==> config.mk <==
export PLATFORM = sky130hd
export DESIGN_NAME = frame_path_top
export DESIGN_NICKNAME = d
export VERILOG_FILES = /design/src/rtl/frame_pkg.sv /design/src/rtl/frame_check.sv /design/src/rtl/frame_fifo.sv /design/src/rtl/frame_path_top.sv /design/src/rtl/frame_stats.sv
export SDC_FILE = /design/constraint.sdc
export NUM_CORES = 1
export LEC_CHECK = 0
export ABC_AREA = 1
export BUFFER_PORTS_ARGS = -buffer_cell sky130_fd_sc_hd__buf_4
export CAP_MARGIN = 25
export CORE_AREA = 2 2 145 147
export DETAILED_ROUTE_END_ITERATION = 10
export DIE_AREA = 0 0 147 149
export PLACE_DENSITY = 0.84
export SYNTH_ARGS = -nofsm -noshare
export SYNTH_HDL_FRONTEND = slang
export SYNTH_SLANG_ARGS = --single-unit
==> constraint.sdc <==
create_clock -name clk -period 5.15 [get_ports clk]
set_clock_uncertainty 0.1 [all_clocks]
set_input_delay 0.515 -clock clk [delete_from_list [all_inputs] [get_ports clk]]
set_output_delay 0.515 -clock clk [all_outputs]
set_load 0.02 [all_outputs]
==> src/rtl/frame_pkg.sv <==
`default_nettype none

package frame_pkg;

  // byte lane and frame buffer sizing
  localparam int data_width      = 8;
  localparam int fifo_addr_width = 4;
  localparam int fifo_depth      = 1 << fifo_addr_width;

  // frames shorter than this are runts and get rejected
  localparam int min_frame_len   = 4;

  localparam int len_width       = 16;
  localparam int cnt_width       = 16;

  typedef enum logic {
    wr_store,
    wr_discard
  } fifo_wr_state_t;

endpackage

`default_nettype wire

==> src/rtl/frame_check.sv <==
`timescale 1ns/1ps
`default_nettype none

module frame_check
  import frame_pkg::*;
(
  input  logic                  clk,
  input  logic                  rst,
  input  logic [data_width-1:0] in_tdata,
  input  logic                  in_tvalid,
  output logic                  in_tready,
  input  logic                  in_tlast,
  input  logic                  in_tuser,
  output logic [data_width-1:0] chk_tdata,
  output logic                  chk_tvalid,
  input  logic                  chk_tready,
  output logic                  chk_tlast,
  output logic                  chk_tuser
);

  // beats accepted so far in the current frame, not counting this one
  logic [len_width-1:0] beat_cnt;
  logic                 err_seen;
  logic                 accept;
  logic                 frame_bad;

  assign in_tready = ~chk_tvalid | chk_tready;
  assign accept    = in_tvalid & in_tready;

  // only meaningful on the last beat, where the count plus this beat is the length
  assign frame_bad = (beat_cnt < len_width'(min_frame_len - 1)) | err_seen | in_tuser;

  ////////////////////////////////////////////////////////////////////////////
  // per-frame length and error tracking
  ////////////////////////////////////////////////////////////////////////////

  always_ff @(posedge clk) begin
    if (rst) begin
      beat_cnt <= '0;
      err_seen <= 1'b0;
    end else if (accept) begin
      if (in_tlast) begin
        beat_cnt <= '0;
        err_seen <= 1'b0;
      end else begin
        // saturate so a very long frame never wraps back into a runt
        if (beat_cnt != '1) begin
          beat_cnt <= beat_cnt + 1'b1;
        end
        err_seen <= err_seen | in_tuser;
      end
    end
  end

  ////////////////////////////////////////////////////////////////////////////
  // one-entry register slice
  ////////////////////////////////////////////////////////////////////////////

  always_ff @(posedge clk) begin
    if (rst) begin
      chk_tvalid <= 1'b0;
    end else if (in_tready) begin
      chk_tvalid <= in_tvalid;
    end
  end

  always_ff @(posedge clk) begin
    if (accept) begin
      chk_tdata <= in_tdata;
      chk_tlast <= in_tlast;
      chk_tuser <= in_tlast & frame_bad;
    end
  end

  // a stalled beat must not change until the FIFO takes it
  a_hold_when_stalled: assert property (
    @(posedge clk) disable iff (rst)
      chk_tvalid && !chk_tready |=> chk_tvalid && $stable(chk_tdata) &&
                                    $stable(chk_tlast) && $stable(chk_tuser)
  );

endmodule

`default_nettype wire

==> src/rtl/frame_fifo.sv <==
`timescale 1ns/1ps
`default_nettype none

module frame_fifo
  import frame_pkg::*;
(
  input  logic                  clk,
  input  logic                  rst,
  input  logic [data_width-1:0] chk_tdata,
  input  logic                  chk_tvalid,
  output logic                  chk_tready,
  input  logic                  chk_tlast,
  input  logic                  chk_tuser,
  output logic [data_width-1:0] fifo_tdata,
  output logic                  fifo_tvalid,
  input  logic                  fifo_tready,
  output logic                  fifo_tlast,
  output logic                  frame_rejected,
  output logic                  frame_dropped
);

  // each entry holds tlast above the data byte
  logic [data_width:0]      mem [fifo_depth];
  logic [data_width:0]      out_reg;

  // one extra bit on every pointer tells full from empty
  logic [fifo_addr_width:0] wr_ptr;
  logic [fifo_addr_width:0] wr_ptr_cur;
  logic [fifo_addr_width:0] rd_ptr;
  logic [fifo_addr_width:0] commit_level;

  fifo_wr_state_t           wr_state;

  logic                     write;
  logic                     full_cur;
  logic                     store_beat;
  logic                     empty;
  logic                     read;

  // frames that do not fit are dropped, so the input never stalls
  assign chk_tready = 1'b1;
  assign write      = chk_tvalid & chk_tready;

  assign full_cur = (wr_ptr_cur[fifo_addr_width] != rd_ptr[fifo_addr_width]) &&
                    (wr_ptr_cur[fifo_addr_width-1:0] == rd_ptr[fifo_addr_width-1:0]);
  assign store_beat = write && (wr_state == wr_store) && !full_cur;

  // the reader only sees frames whose last beat has been committed
  assign empty        = (wr_ptr == rd_ptr);
  assign read         = (~fifo_tvalid | fifo_tready) & ~empty;
  assign commit_level = wr_ptr - rd_ptr;

  assign {fifo_tlast, fifo_tdata} = out_reg;

  ////////////////////////////////////////////////////////////////////////////
  // write side
  ////////////////////////////////////////////////////////////////////////////

  always_ff @(posedge clk) begin
    if (rst) begin
      wr_ptr         <= '0;
      wr_ptr_cur     <= '0;
      wr_state       <= wr_store;
      frame_rejected <= 1'b0;
      frame_dropped  <= 1'b0;
    end else begin
      frame_rejected <= 1'b0;
      frame_dropped  <= 1'b0;
      if (store_beat) begin
        if (chk_tlast && chk_tuser) begin
          // a bad frame throws away everything written since the last commit
          wr_ptr_cur     <= wr_ptr;
          frame_rejected <= 1'b1;
        end else if (chk_tlast) begin
          wr_ptr     <= wr_ptr_cur + 1'b1;
          wr_ptr_cur <= wr_ptr_cur + 1'b1;
        end else begin
          wr_ptr_cur <= wr_ptr_cur + 1'b1;
        end
      end else if (write) begin
        // no room, or already discarding the rest of an overflowed frame
        if (chk_tlast) begin
          wr_ptr_cur    <= wr_ptr;
          wr_state      <= wr_store;
          frame_dropped <= 1'b1;
        end else begin
          wr_state <= wr_discard;
        end
      end
    end
  end

  always_ff @(posedge clk) begin
    if (store_beat) begin
      mem[wr_ptr_cur[fifo_addr_width-1:0]] <= {chk_tlast, chk_tdata};
    end
  end

  ////////////////////////////////////////////////////////////////////////////
  // read side with registered output
  ////////////////////////////////////////////////////////////////////////////

  always_ff @(posedge clk) begin
    if (rst) begin
      rd_ptr <= '0;
    end else if (read) begin
      rd_ptr <= rd_ptr + 1'b1;
    end
  end

  always_ff @(posedge clk) begin
    if (read) begin
      out_reg <= mem[rd_ptr[fifo_addr_width-1:0]];
    end
  end

  always_ff @(posedge clk) begin
    if (rst) begin
      fifo_tvalid <= 1'b0;
    end else if (~fifo_tvalid | fifo_tready) begin
      fifo_tvalid <= ~empty;
    end
  end

  a_rd_behind_commit: assert property (
    @(posedge clk) disable iff (rst) commit_level <= fifo_depth
  );

  // a frame ends either rejected or dropped, never both
  a_one_outcome: assert property (
    @(posedge clk) disable iff (rst) !(frame_rejected && frame_dropped)
  );

endmodule

`default_nettype wire

==> src/rtl/frame_path_top.sv <==
`timescale 1ns/1ps
`default_nettype none

module frame_path_top
  import frame_pkg::*;
(
  input  logic                  clk,
  input  logic                  rst,
  input  logic [data_width-1:0] in_tdata,
  input  logic                  in_tvalid,
  output logic                  in_tready,
  input  logic                  in_tlast,
  input  logic                  in_tuser,
  output logic [data_width-1:0] out_tdata,
  output logic                  out_tvalid,
  input  logic                  out_tready,
  output logic                  out_tlast,
  output logic [cnt_width-1:0]  frames_out,
  output logic [cnt_width-1:0]  bytes_out,
  output logic [cnt_width-1:0]  frames_rejected,
  output logic [cnt_width-1:0]  frames_dropped
);

  // check stage to frame FIFO
  logic [data_width-1:0] chk_tdata;
  logic                  chk_tvalid;
  logic                  chk_tready;
  logic                  chk_tlast;
  logic                  chk_tuser;

  // frame FIFO to stats stage
  logic [data_width-1:0] fifo_tdata;
  logic                  fifo_tvalid;
  logic                  fifo_tready;
  logic                  fifo_tlast;
  logic                  frame_rejected;
  logic                  frame_dropped;

  frame_check check0 (
    .clk        (clk),
    .rst        (rst),
    .in_tdata   (in_tdata),
    .in_tvalid  (in_tvalid),
    .in_tready  (in_tready),
    .in_tlast   (in_tlast),
    .in_tuser   (in_tuser),
    .chk_tdata  (chk_tdata),
    .chk_tvalid (chk_tvalid),
    .chk_tready (chk_tready),
    .chk_tlast  (chk_tlast),
    .chk_tuser  (chk_tuser)
  );

  frame_fifo fifo0 (
    .clk            (clk),
    .rst            (rst),
    .chk_tdata      (chk_tdata),
    .chk_tvalid     (chk_tvalid),
    .chk_tready     (chk_tready),
    .chk_tlast      (chk_tlast),
    .chk_tuser      (chk_tuser),
    .fifo_tdata     (fifo_tdata),
    .fifo_tvalid    (fifo_tvalid),
    .fifo_tready    (fifo_tready),
    .fifo_tlast     (fifo_tlast),
    .frame_rejected (frame_rejected),
    .frame_dropped  (frame_dropped)
  );

  frame_stats stats0 (
    .clk                 (clk),
    .rst                 (rst),
    .fifo_tdata          (fifo_tdata),
    .fifo_tvalid         (fifo_tvalid),
    .fifo_tready         (fifo_tready),
    .fifo_tlast          (fifo_tlast),
    .frame_rejected      (frame_rejected),
    .frame_dropped       (frame_dropped),
    .out_tdata           (out_tdata),
    .out_tvalid          (out_tvalid),
    .out_tready          (out_tready),
    .out_tlast           (out_tlast),
    .frames_out          (frames_out),
    .bytes_out           (bytes_out),
    .frames_rejected_cnt (frames_rejected),
    .frames_dropped_cnt  (frames_dropped)
  );

endmodule

`default_nettype wire

==> src/rtl/frame_stats.sv <==
`timescale 1ns/1ps
`default_nettype none

module frame_stats
  import frame_pkg::*;
(
  input  logic                  clk,
  input  logic                  rst,
  input  logic [data_width-1:0] fifo_tdata,
  input  logic                  fifo_tvalid,
  output logic                  fifo_tready,
  input  logic                  fifo_tlast,
  input  logic                  frame_rejected,
  input  logic                  frame_dropped,
  output logic [data_width-1:0] out_tdata,
  output logic                  out_tvalid,
  input  logic                  out_tready,
  output logic                  out_tlast,
  output logic [cnt_width-1:0]  frames_out,
  output logic [cnt_width-1:0]  bytes_out,
  output logic [cnt_width-1:0]  frames_rejected_cnt,
  output logic [cnt_width-1:0]  frames_dropped_cnt
);

  logic in_fire;
  logic out_fire;

  assign fifo_tready = ~out_tvalid | out_tready;
  assign in_fire     = fifo_tvalid & fifo_tready;
  assign out_fire    = out_tvalid & out_tready;

  ////////////////////////////////////////////////////////////////////////////
  // output register slice
  ////////////////////////////////////////////////////////////////////////////

  always_ff @(posedge clk) begin
    if (rst) begin
      out_tvalid <= 1'b0;
    end else if (fifo_tready) begin
      out_tvalid <= fifo_tvalid;
    end
  end

  always_ff @(posedge clk) begin
    if (in_fire) begin
      out_tdata <= fifo_tdata;
      out_tlast <= fifo_tlast;
    end
  end

  ////////////////////////////////////////////////////////////////////////////
  // statistics counters that wrap at cnt_width
  ////////////////////////////////////////////////////////////////////////////

  always_ff @(posedge clk) begin
    if (rst) begin
      frames_out          <= '0;
      bytes_out           <= '0;
      frames_rejected_cnt <= '0;
      frames_dropped_cnt  <= '0;
    end else begin
      // delivered traffic is counted where it leaves the block
      if (out_fire) begin
        bytes_out <= bytes_out + 1'b1;
        if (out_tlast) begin
          frames_out <= frames_out + 1'b1;
        end
      end
      if (frame_rejected) begin
        frames_rejected_cnt <= frames_rejected_cnt + 1'b1;
      end
      if (frame_dropped) begin
        frames_dropped_cnt <= frames_dropped_cnt + 1'b1;
      end
    end
  end

endmodule

`default_nettype wire

* After elaboration in Yosys (flattened, before gate mapping)
Memories as Yosys holds them, arrays and structs flattened. A register that Yosys moved wholly into a read port is not among the register bits. Index checks and enable logic that the tools add are counted.
Operators by class: $add $sub $neg 7, $mul 0, divide/modulo/power cells 0, magnitude comparators 1, eq/ne operators 4, shift operators 0, multiplexer cells 12, bitwise operators 16, reduce and logical (&&, ||, !) cells 15
Operator list (number):
- $add A16 B1 Y16 const B | 5
- $mux W16 | 2
- $mux W5 | 4
- $lt A16 B2 Y1 const B | 1
- $ne A16 B16 Y1 const B | 1
- $add A5 B1 Y5 const B | 2
- $reduce_and A2 Y1 | 4
- $not A1 Y1 | 7
- $mux W1 | 6
- $reduce_bool A2 Y1 | 3
- $eq A5 B5 Y1 | 1
- $or A1 B1 Y1 | 5
- $and A1 B1 Y1 | 4
- $eq A4 B4 Y1 | 1
- $logic_and A1 B1 Y1 | 4
- $reduce_and A3 Y1 | 1
- $reduce_or A3 Y1 | 1
- $reduce_or A2 Y1 | 1
- $logic_not A1 Y1 | 1
- $ne A1 B1 Y1 | 1
Word-level totals: flip-flop bits (word level) 121, bits in latches 0, RAM bits 144, bits in read-only memories 0, input bits 14, output and inout port bits 75, logic and storage cells 76, memories kept 1
Memories:
- fifo0.mem | words 16, width 9, rd ports 1, clocked after memory_dff 1, write ports 1, line frame_fifo.sv:23 | logic [data_width:0] mem [fifo_depth];

* Longest topological paths before layout
Gate-level depths: netlist of the first run.
word-level depth 6, depth in mapped cells 13, depth with buffers taken out 11

* By module
A second synthesis of the first run with hierarchy kept.
Second synthesis, totals: cell total of the unflattened synthesis 1316, area total of the unflattened synthesis 12092.8 sq um
By module, submodules not included:
- frame_fifo | instances 1, cells an instance 610, area an instance 7060.5 sq um, sequential area each 4974.8 sq um
- frame_stats | instances 1, cells an instance 467, area an instance 3397.0 sq um, sequential area each 1571.5 sq um
- frame_check | instances 1, cells an instance 239, area an instance 1635.3 sq um, sequential area each 660.6 sq um

* Worst setup path after synthesis of the first run
OpenSTA, ideal clock, no wires.
path kind reg-to-reg, from register fifo0.rd_ptr[0], to memory fifo0.mem[11][0] (netlist bit) (enable), library setup time 0.387 ns, arrival 1.668 ns, data required time 4.663 ns, path slack 2.996 ns, cell stages (with the launch flop) 9, path buffers 2, clock period less this slack 2.154 ns, cells stage by stage dfxtp_1 -> buf_2 -> nand2_1 -> nand2_1 -> nor2_2 -> nand3_4 -> nand2_4 -> buf_6 -> nor3_1
On the way: longest elaborated chain between the ends 6
RTL lines:
- from (decl) | line frame_fifo.sv:29 | logic [fifo_addr_width:0] rd_ptr;
- from (signal assigned) | line frame_fifo.sv:107 | rd_ptr <= rd_ptr + 1'b1;
- $eq A4 B4 Y1 | line frame_fifo.sv:45 | (wr_ptr_cur[fifo_addr_width-1:0] == rd_ptr[fifo_addr_width-1:0]);
- $logic_and A1 B1 Y1 | line frame_fifo.sv:44 | assign full_cur = (wr_ptr_cur[fifo_addr_width] != rd_ptr[fifo_addr_width]) &&
- $logic_not A1 Y1 | line frame_fifo.sv:46 | assign store_beat = write && (wr_state == wr_store) && !full_cur;
- $logic_and A1 B1 Y1 | line frame_fifo.sv:46
- $mux W1 | line frame_fifo.sv:94 | if (store_beat) begin
- $mux W1 (not written as such) | line frame_fifo.sv:95 | mem[wr_ptr_cur[fifo_addr_width-1:0]] <= {chk_tlast, chk_tdata};
- to (decl) | line frame_fifo.sv:23
Every way passes these cells.

* Final worst setup path of the first run
from register fifo0.rd_ptr[1], to memory fifo0.mem[4][0] (netlist bit) (enable)
Same word-level chain as after synthesis.

==> results of run 1 <==
[power by group]
part / switching, mW / internal (mW)
clock: 0.815 / 1.21
sequential: 0.141 / 2.50
combinational: 0.693 / 0.308
[area by class of cell]
cell class,count,area [um2]
Sequential cell,274,7210
Inverter,108,407
Fill cell,1590,7090
Clock inverter,19,224
Clock buffer,31,691
Tap cell,275,344
Multi-Input combinational cell,780,3870
Timing Repair Buffer,96,723
[through the flow]
stage	instances	hold WS, ns
2_1_floorplan	1206	0.300
3_3_place_gp	1528	0.302
3_5_place_dp	1528	0.307
4_1_cts	1578	0.0446
5_1_grt	1583	0.0393
6_report	1583	0.0535
[worst paths after layout]
| kind | start | endpoint | slack (ns) | cells past startpoint |
|---|---|---|---|---|
| hold / removal | in_tdata[4] | check0.chk_tdata[4] | 0.05 | 1 |
| setup / recovery | fifo0.rd_ptr[1] | fifo0.mem[4][0] | 2.05 | 9 |
| hold reg to reg | fifo0.out_reg[3] | stats0.out_tdata[3] | 0.32 | 0 |
| setup reg to reg | fifo0.rd_ptr[1] | fifo0.mem[4][0] | 2.05 | 9 |
[metal layers]
layer	global-route usage, %	vias to the layer above	wire length [um]
met5	0	-	0
met4	8.22	0	787
met3	4.37	68	2460
met2	40.7	478	13100
met1	34.3	4261	11300
li1	-	4310	-
[kinds of logic (layout without fill, tap and decap cells)]
logic type	count (synthesis)	count (layout)	share of synthesized area (%)
xor gates and xnor gates	18	18	1.35
adders and majority gates	10	10	1.07
buffers and inverters	152	254	5.25
and+or+nand+nor	520	520	19.7
DFF	274	274	61.7
other	1	1	0.0321
AOI/OAI and AO/OA	231	231	10.9
[critical path: stages, from the launching register on]
cell and delay (ns):
dfxtp_1 0.79, buf_8 0.24, nand2_1 0.07, nand2_1 0.08, nor2_2 0.05, nand3_4 0.09
nand2_4 0.14, inv_2 0.24, nand2_1 0.25, nor2_1 0.65
[cell usage in the layout, fill, tap and decap left out, drive strengths merged]
cell,Yosys,layout
a211oi,3,3
a21oi,64,64
a22oi,1,1
buf,14,94
bufinv,0,5
clkbuf,30,33
clkinv,3,15
conb,1,1
dfxtp,102,102
edfxtp,172,172
ha,10,10
inv,105,107
nand2,204,204
nand2b,1,1
nand3,72,72
nand4,20,20
nor2,178,178
nor3,40,40
nor3b,1,1
nor4,4,4
o211a,1,1
o211ai,3,3
o21a,5,5
o21ai,117,117
o21ba,1,1
o221ai,15,15
o22ai,21,21
xnor2,5,5
xor2,13,13
==> impl_metrics.py, run 1 <==
metrics = {
    "placed_design": {
        "dp_slack_ns": 1.99,
        "post-dp-hpwl_um": 18300,
        "postPlaceCellArea_um2": 12500,
        "gp_congestion": 0.936,
        "portBuffers": 87,
    },
    "hold_path": {
        "hp-class": "primary input to flop",
    },
    "power_and_ir_drop": {
        "power.density_nw_per_um2": 421,
        "cellLeakagePower_nw": 4.95,
        "p_total_mw": 5.67,
        "ir_drop_uv": 385,
    },
    "sta": {
        "setup_viol": 0,
        "fin_crit_ns": 3.10,
        "tightest_slew_ns": 0.814,
        "fmax_ghz": 0.323,
        "slew_violations": 0,
        "slew_headroom_pct": 45.8,
        "hold_violations": 0,
        "min_period_over_period_pct": 60.1,
        "fin_ws_ns": 2.05,
        "grt_setup_unrepaired": "false",
        "setup_tns_ns": 0,
    },
    "synth": {
        "synth_most_common_cell": "nand2_1",
        "ys_ff_latch": 274,
        "synth_top_cell_area_share_pct": 44.2,
        "synth_edf_count": 172,
        "syn_area_per_cell_um2": 9.69,
        "synth_top_cells_by_count": "nand2_1 (193), edfxtp_1 (172), nor2_1 (167), o21ai_0 (112), dfxtp_1 (102)",
        "netlist_instances": 1206,
        "async_flop_share_pct": 0,
        "yosys_warnings": 0,
        "synth_ff_type": "edfxtp_1",
        "syn_area_um2": 11700,
        "synth_area_leaders": "edfxtp_1 (44%), dfxtp_1 (17%), nand2_1 (6.2%), nor2_1 (5.4%), o21ai_0 (4.8%)",
        "seq_area_frac_synth_pct": 61.7,
        "syn_nets": 1230,
        "ys_types": 43,
        "yosysTopAreaCell": "edfxtp_1",
    },
    "route": {
        "drt_pass1_iterations": 8,
        "drc": 0,
        "vias": 9117,
        "ant_nets": 0,
        "wl_per_cell_um": 17.5,
        "wl_um": 27700,
        "viasPerCell": 5.76,
        "drt_iter0_drc": 976,
    },
    "global_route": {
        "antenna_found_initial": 0,
        "gr-total-overflow": 0,
        "grt.total_usage_pct": 24.9,
        "first_global_vias": 8343,
        "grt_max_degree": 76,
        "grt_pass1_wl_um": 43400,
    },
    "die": {
        "core_area_um2": 20600,
        "ios": 89,
        "rows": 53,
        "die_area_um2": 21900,
        "start_util_pct": 56.9,
        "dieWidth_um": 147,
        "die_h_um": 149,
    },
    "clock_network": {
        "cts_setup_buffers": 0,
        "h-tree-depth": 1,
        "cts_buffers": 27,
        "clockRootBuffer": "clkbuf_16",
        "ctsResizeCount": 0,
        "ctsHoldBuffers": 0,
        "clockBufferDepth": 3,
        "insertion_delay_ns": 0.54,
        "clk_pin_slew_ns": 0.07,
        "cts_tree": "done",
        "cts.sinks": 274,
    },
    "cells_and_area": {
        "drive_above_1_share_pct": 13.5,
        "synthToLayoutAreaGrowth_pct": 15.2,
        "nets": 1311,
        "largest_reg_flops": 144,
        "fin_util_pct": 65.5,
        "postLayoutCellArea_um2": 13500,
        "n_antenna_cell": 0,
    },
    "critical_path": {
        "worstPathMaxFanout": 22,
        "required_ns": 5.21,
        "worst_setup_path_end_kind": "flop",
        "cp-start-kind": "flop",
        "cp.arrival_ns": 3.16,
        "critPathKind": "flop to flop",
    },
    "run_status": {
        "status": "finished clean",
    },
    "job": {
        "maxCapViolations": 0,
    },
}
(Power assumes the default switching activity.)
==> run 2: changes to the inputs <==
==> constraint.sdc (replaced) <==
create_clock -name clk -period 2.9 [get_ports clk]
set_clock_uncertainty 0.1 [all_clocks]
set_input_delay 0.29 -clock clk [delete_from_list [all_inputs] [get_ports clk]]
set_output_delay 0.29 -clock clk [all_outputs]
set_load 0.02 [all_outputs]
==> impl_metrics.py, run 2 (synthesis gave the netlist of run 1 again) <==
metrics = {
    "sta": {
        "min_period_over_period_pct": 89.5,
        "fin_crit_ns": 2.59,
        "fmax_ghz": 0.385,
        "tightest_slew_ns": 0.848,
        "setup_viol": 0,
        "setup_tns_ns": 0,
        "slew_violations": 0,
        "grt_setup_unrepaired": "false",
        "hold_violations": 0,
        "slew_headroom_pct": 43.3,
        "fin_ws_ns": 0.306,
    },
    "cells_and_area": {
        "layout_commonest_cell": "nand2_1",
        "final_cell_mix": "nand2_1 (193), edfxtp_1 (172), nor2_1 (167), o21ai_0 (112), buf_4 (106)",
        "n_antenna_cell": 0,
        "largest_reg_flops": 144,
        "synthToLayoutAreaGrowth_pct": 16.2,
        "nets": 1332,
        "fin_util_pct": 66.0,
        "drive_above_1_share_pct": 13.9,
    },
    "die": {
        "ios": 89,
        "die_area_um2": 21900,
        "die_h_um": 149,
        "start_util_pct": 56.9,
        "dieWidth_um": 147,
        "rows": 53,
        "core_area_um2": 20600,
    },
    "critical_path": {
        "cp_common_cell": "nand2_1",
        "worstPathMaxFanout": 19,
        "worst_setup_path_end_kind": "flop",
        "cp.arrival_ns": 2.65,
        "rrSetupSlack_ns": 0.31,
        "critical_path.startpoint": "fifo0.rd_ptr[2]",
        "ff2ff_path_depth": 9,
        "required_ns": 2.95,
        "critPathKind": "flop to flop",
        "cp_cell_sequence": "buf_4 -> nand2_1 -> nand2_1 -> nor2_4 -> nand3_4 -> nand2_4 -> inv_2 -> nand2_1 -> nor2_1",
        "r2r_start": "fifo0.rd_ptr[2]",
        "cp-start-kind": "flop",
        "cpMaxStageDelayCell": "nor2_1",
        "critPathMaxStageDelay_ns": 0.71,
        "crit_path_end": "fifo0.mem[0][1]",
        "r2r_end": "fifo0.mem[0][1]",
    },
    "clock_network": {
        "ctsResizeCount": 0,
        "cts.sinks": 274,
        "clockRootBuffer": "clkbuf_16",
        "h-tree-depth": 1,
        "cts_setup_buffers": 0,
        "cts_buffers": 27,
        "clockBufferDepth": 3,
        "ctsHoldBuffers": 11,
        "clk_pin_slew_ns": 0.07,
        "cts_tree": "done",
        "insertion_delay_ns": 0.54,
    },
    "run_status": {
        "status": "finished clean",
    },
    "power_and_ir_drop": {
        "ir_drop_uv": 451,
        "power.density_nw_per_um2": 727,
        "cellLeakagePower_nw": 5.01,
    },
    "global_route": {
        "grt_max_degree": 76,
        "grt.total_usage_pct": 24.9,
        "grt_use_met1_pct": 32.9,
        "grt_use_met2_pct": 41.6,
        "met3_usage_pct": 4.46,
        "grt_pass1_wl_um": 43500,
        "gr-total-overflow": 0,
        "first_global_vias": 8517,
        "grt.busiest_layer": "met2",
        "antenna_found_initial": 0,
    },
    "route": {
        "drt_iter0_drc": 982,
        "ant_nets": 0,
        "wl_per_cell_um": 17.2,
        "drt_pass1_iterations": 8,
        "drc": 0,
        "vias": 9170,
        "viasPerCell": 5.72,
        "wl_um": 27600,
    },
    "hold_path": {
        "hp-class": "primary input to flop",
        "holdPathStages": 3,
        "min-delay-start": "in_tuser",
    },
    "placed_design": {
        "post-dp-hpwl_um": 18200,
        "portBuffers": 87,
        "dp_slack_ns": 0.414,
        "gp_congestion": 0.909,
    },
    "job": {
        "maxCapViolations": 0,
    },
}
[run 2: layer usage]
metal | part of all wire, % | vias up
met4 | 2.8 | 0
met1 | 40 | 4287
met3 | 8.8 | 65
li1 | - | 4354
met2 | 48 | 464
met5 | 0 | -
[run 2: area by class of cell]
cell class	instances	area (um2)
Timing Repair Buffer	117	906
Inverter	108	407
Sequential cell	274	7210
Clock buffer	37	733
Multi-Input combinational cell	780	3870
Fill cell	1550	6980
Tap cell	275	344
Clock inverter	12	110
[run 2: metrics by stage]
step / instance area, um2 / hold slack (ns) / total power [mW] / std cells
2_1_floorplan: 11700 / 0.289 / 5.89 / 1206
3_3_place_gp: 12600 / 0.302 / 6.46 / 1543
3_5_place_dp: 12600 / 0.305 / 6.50 / 1543
4_1_cts: 13600 / 0.0343 / 9.84 / 1603
5_1_grt: 13600 / 0.0558 / 10.2 / 1603
6_report: 13600 / 0.0473 / 9.87 / 1603
[run 2: worst min-delay path by stage]
| stage | slack, ns | to |
|---|---|---|
| floorplan | 0.29 | check0.chk_tdata[0] |
| global placement | 0.30 | stats0.out_tdata[5] |
| detailed placement | 0.30 | stats0.out_tdata[5] |
| CTS | 0.03 | check0.chk_tuser |
| global route | 0.06 | check0.chk_tuser |
| finish | 0.05 | check0.chk_tuser |
[run 2: where the power goes]
| group | internal (mW) | leakage (nW) | total [mW] | switching, mW |
|---|---|---|---|---|
| sequential | 4.44 | 2.39 | 4.59 | 0.148 |
| combinational | 0.564 | 2.20 | 1.90 | 1.33 |
| clock | 1.94 | 0.417 | 3.38 | 1.44 |
| total | 6.95 | 5.01 | 9.87 | 2.92 |
[run 2: worst max-delay path: cells and delay by family (launching register included)]
kind	cells	cell delay (ns)
buffers and inverters	2	0.42
AND/OR/NAND/NOR	7	1.36
flip-flops	1	0.33
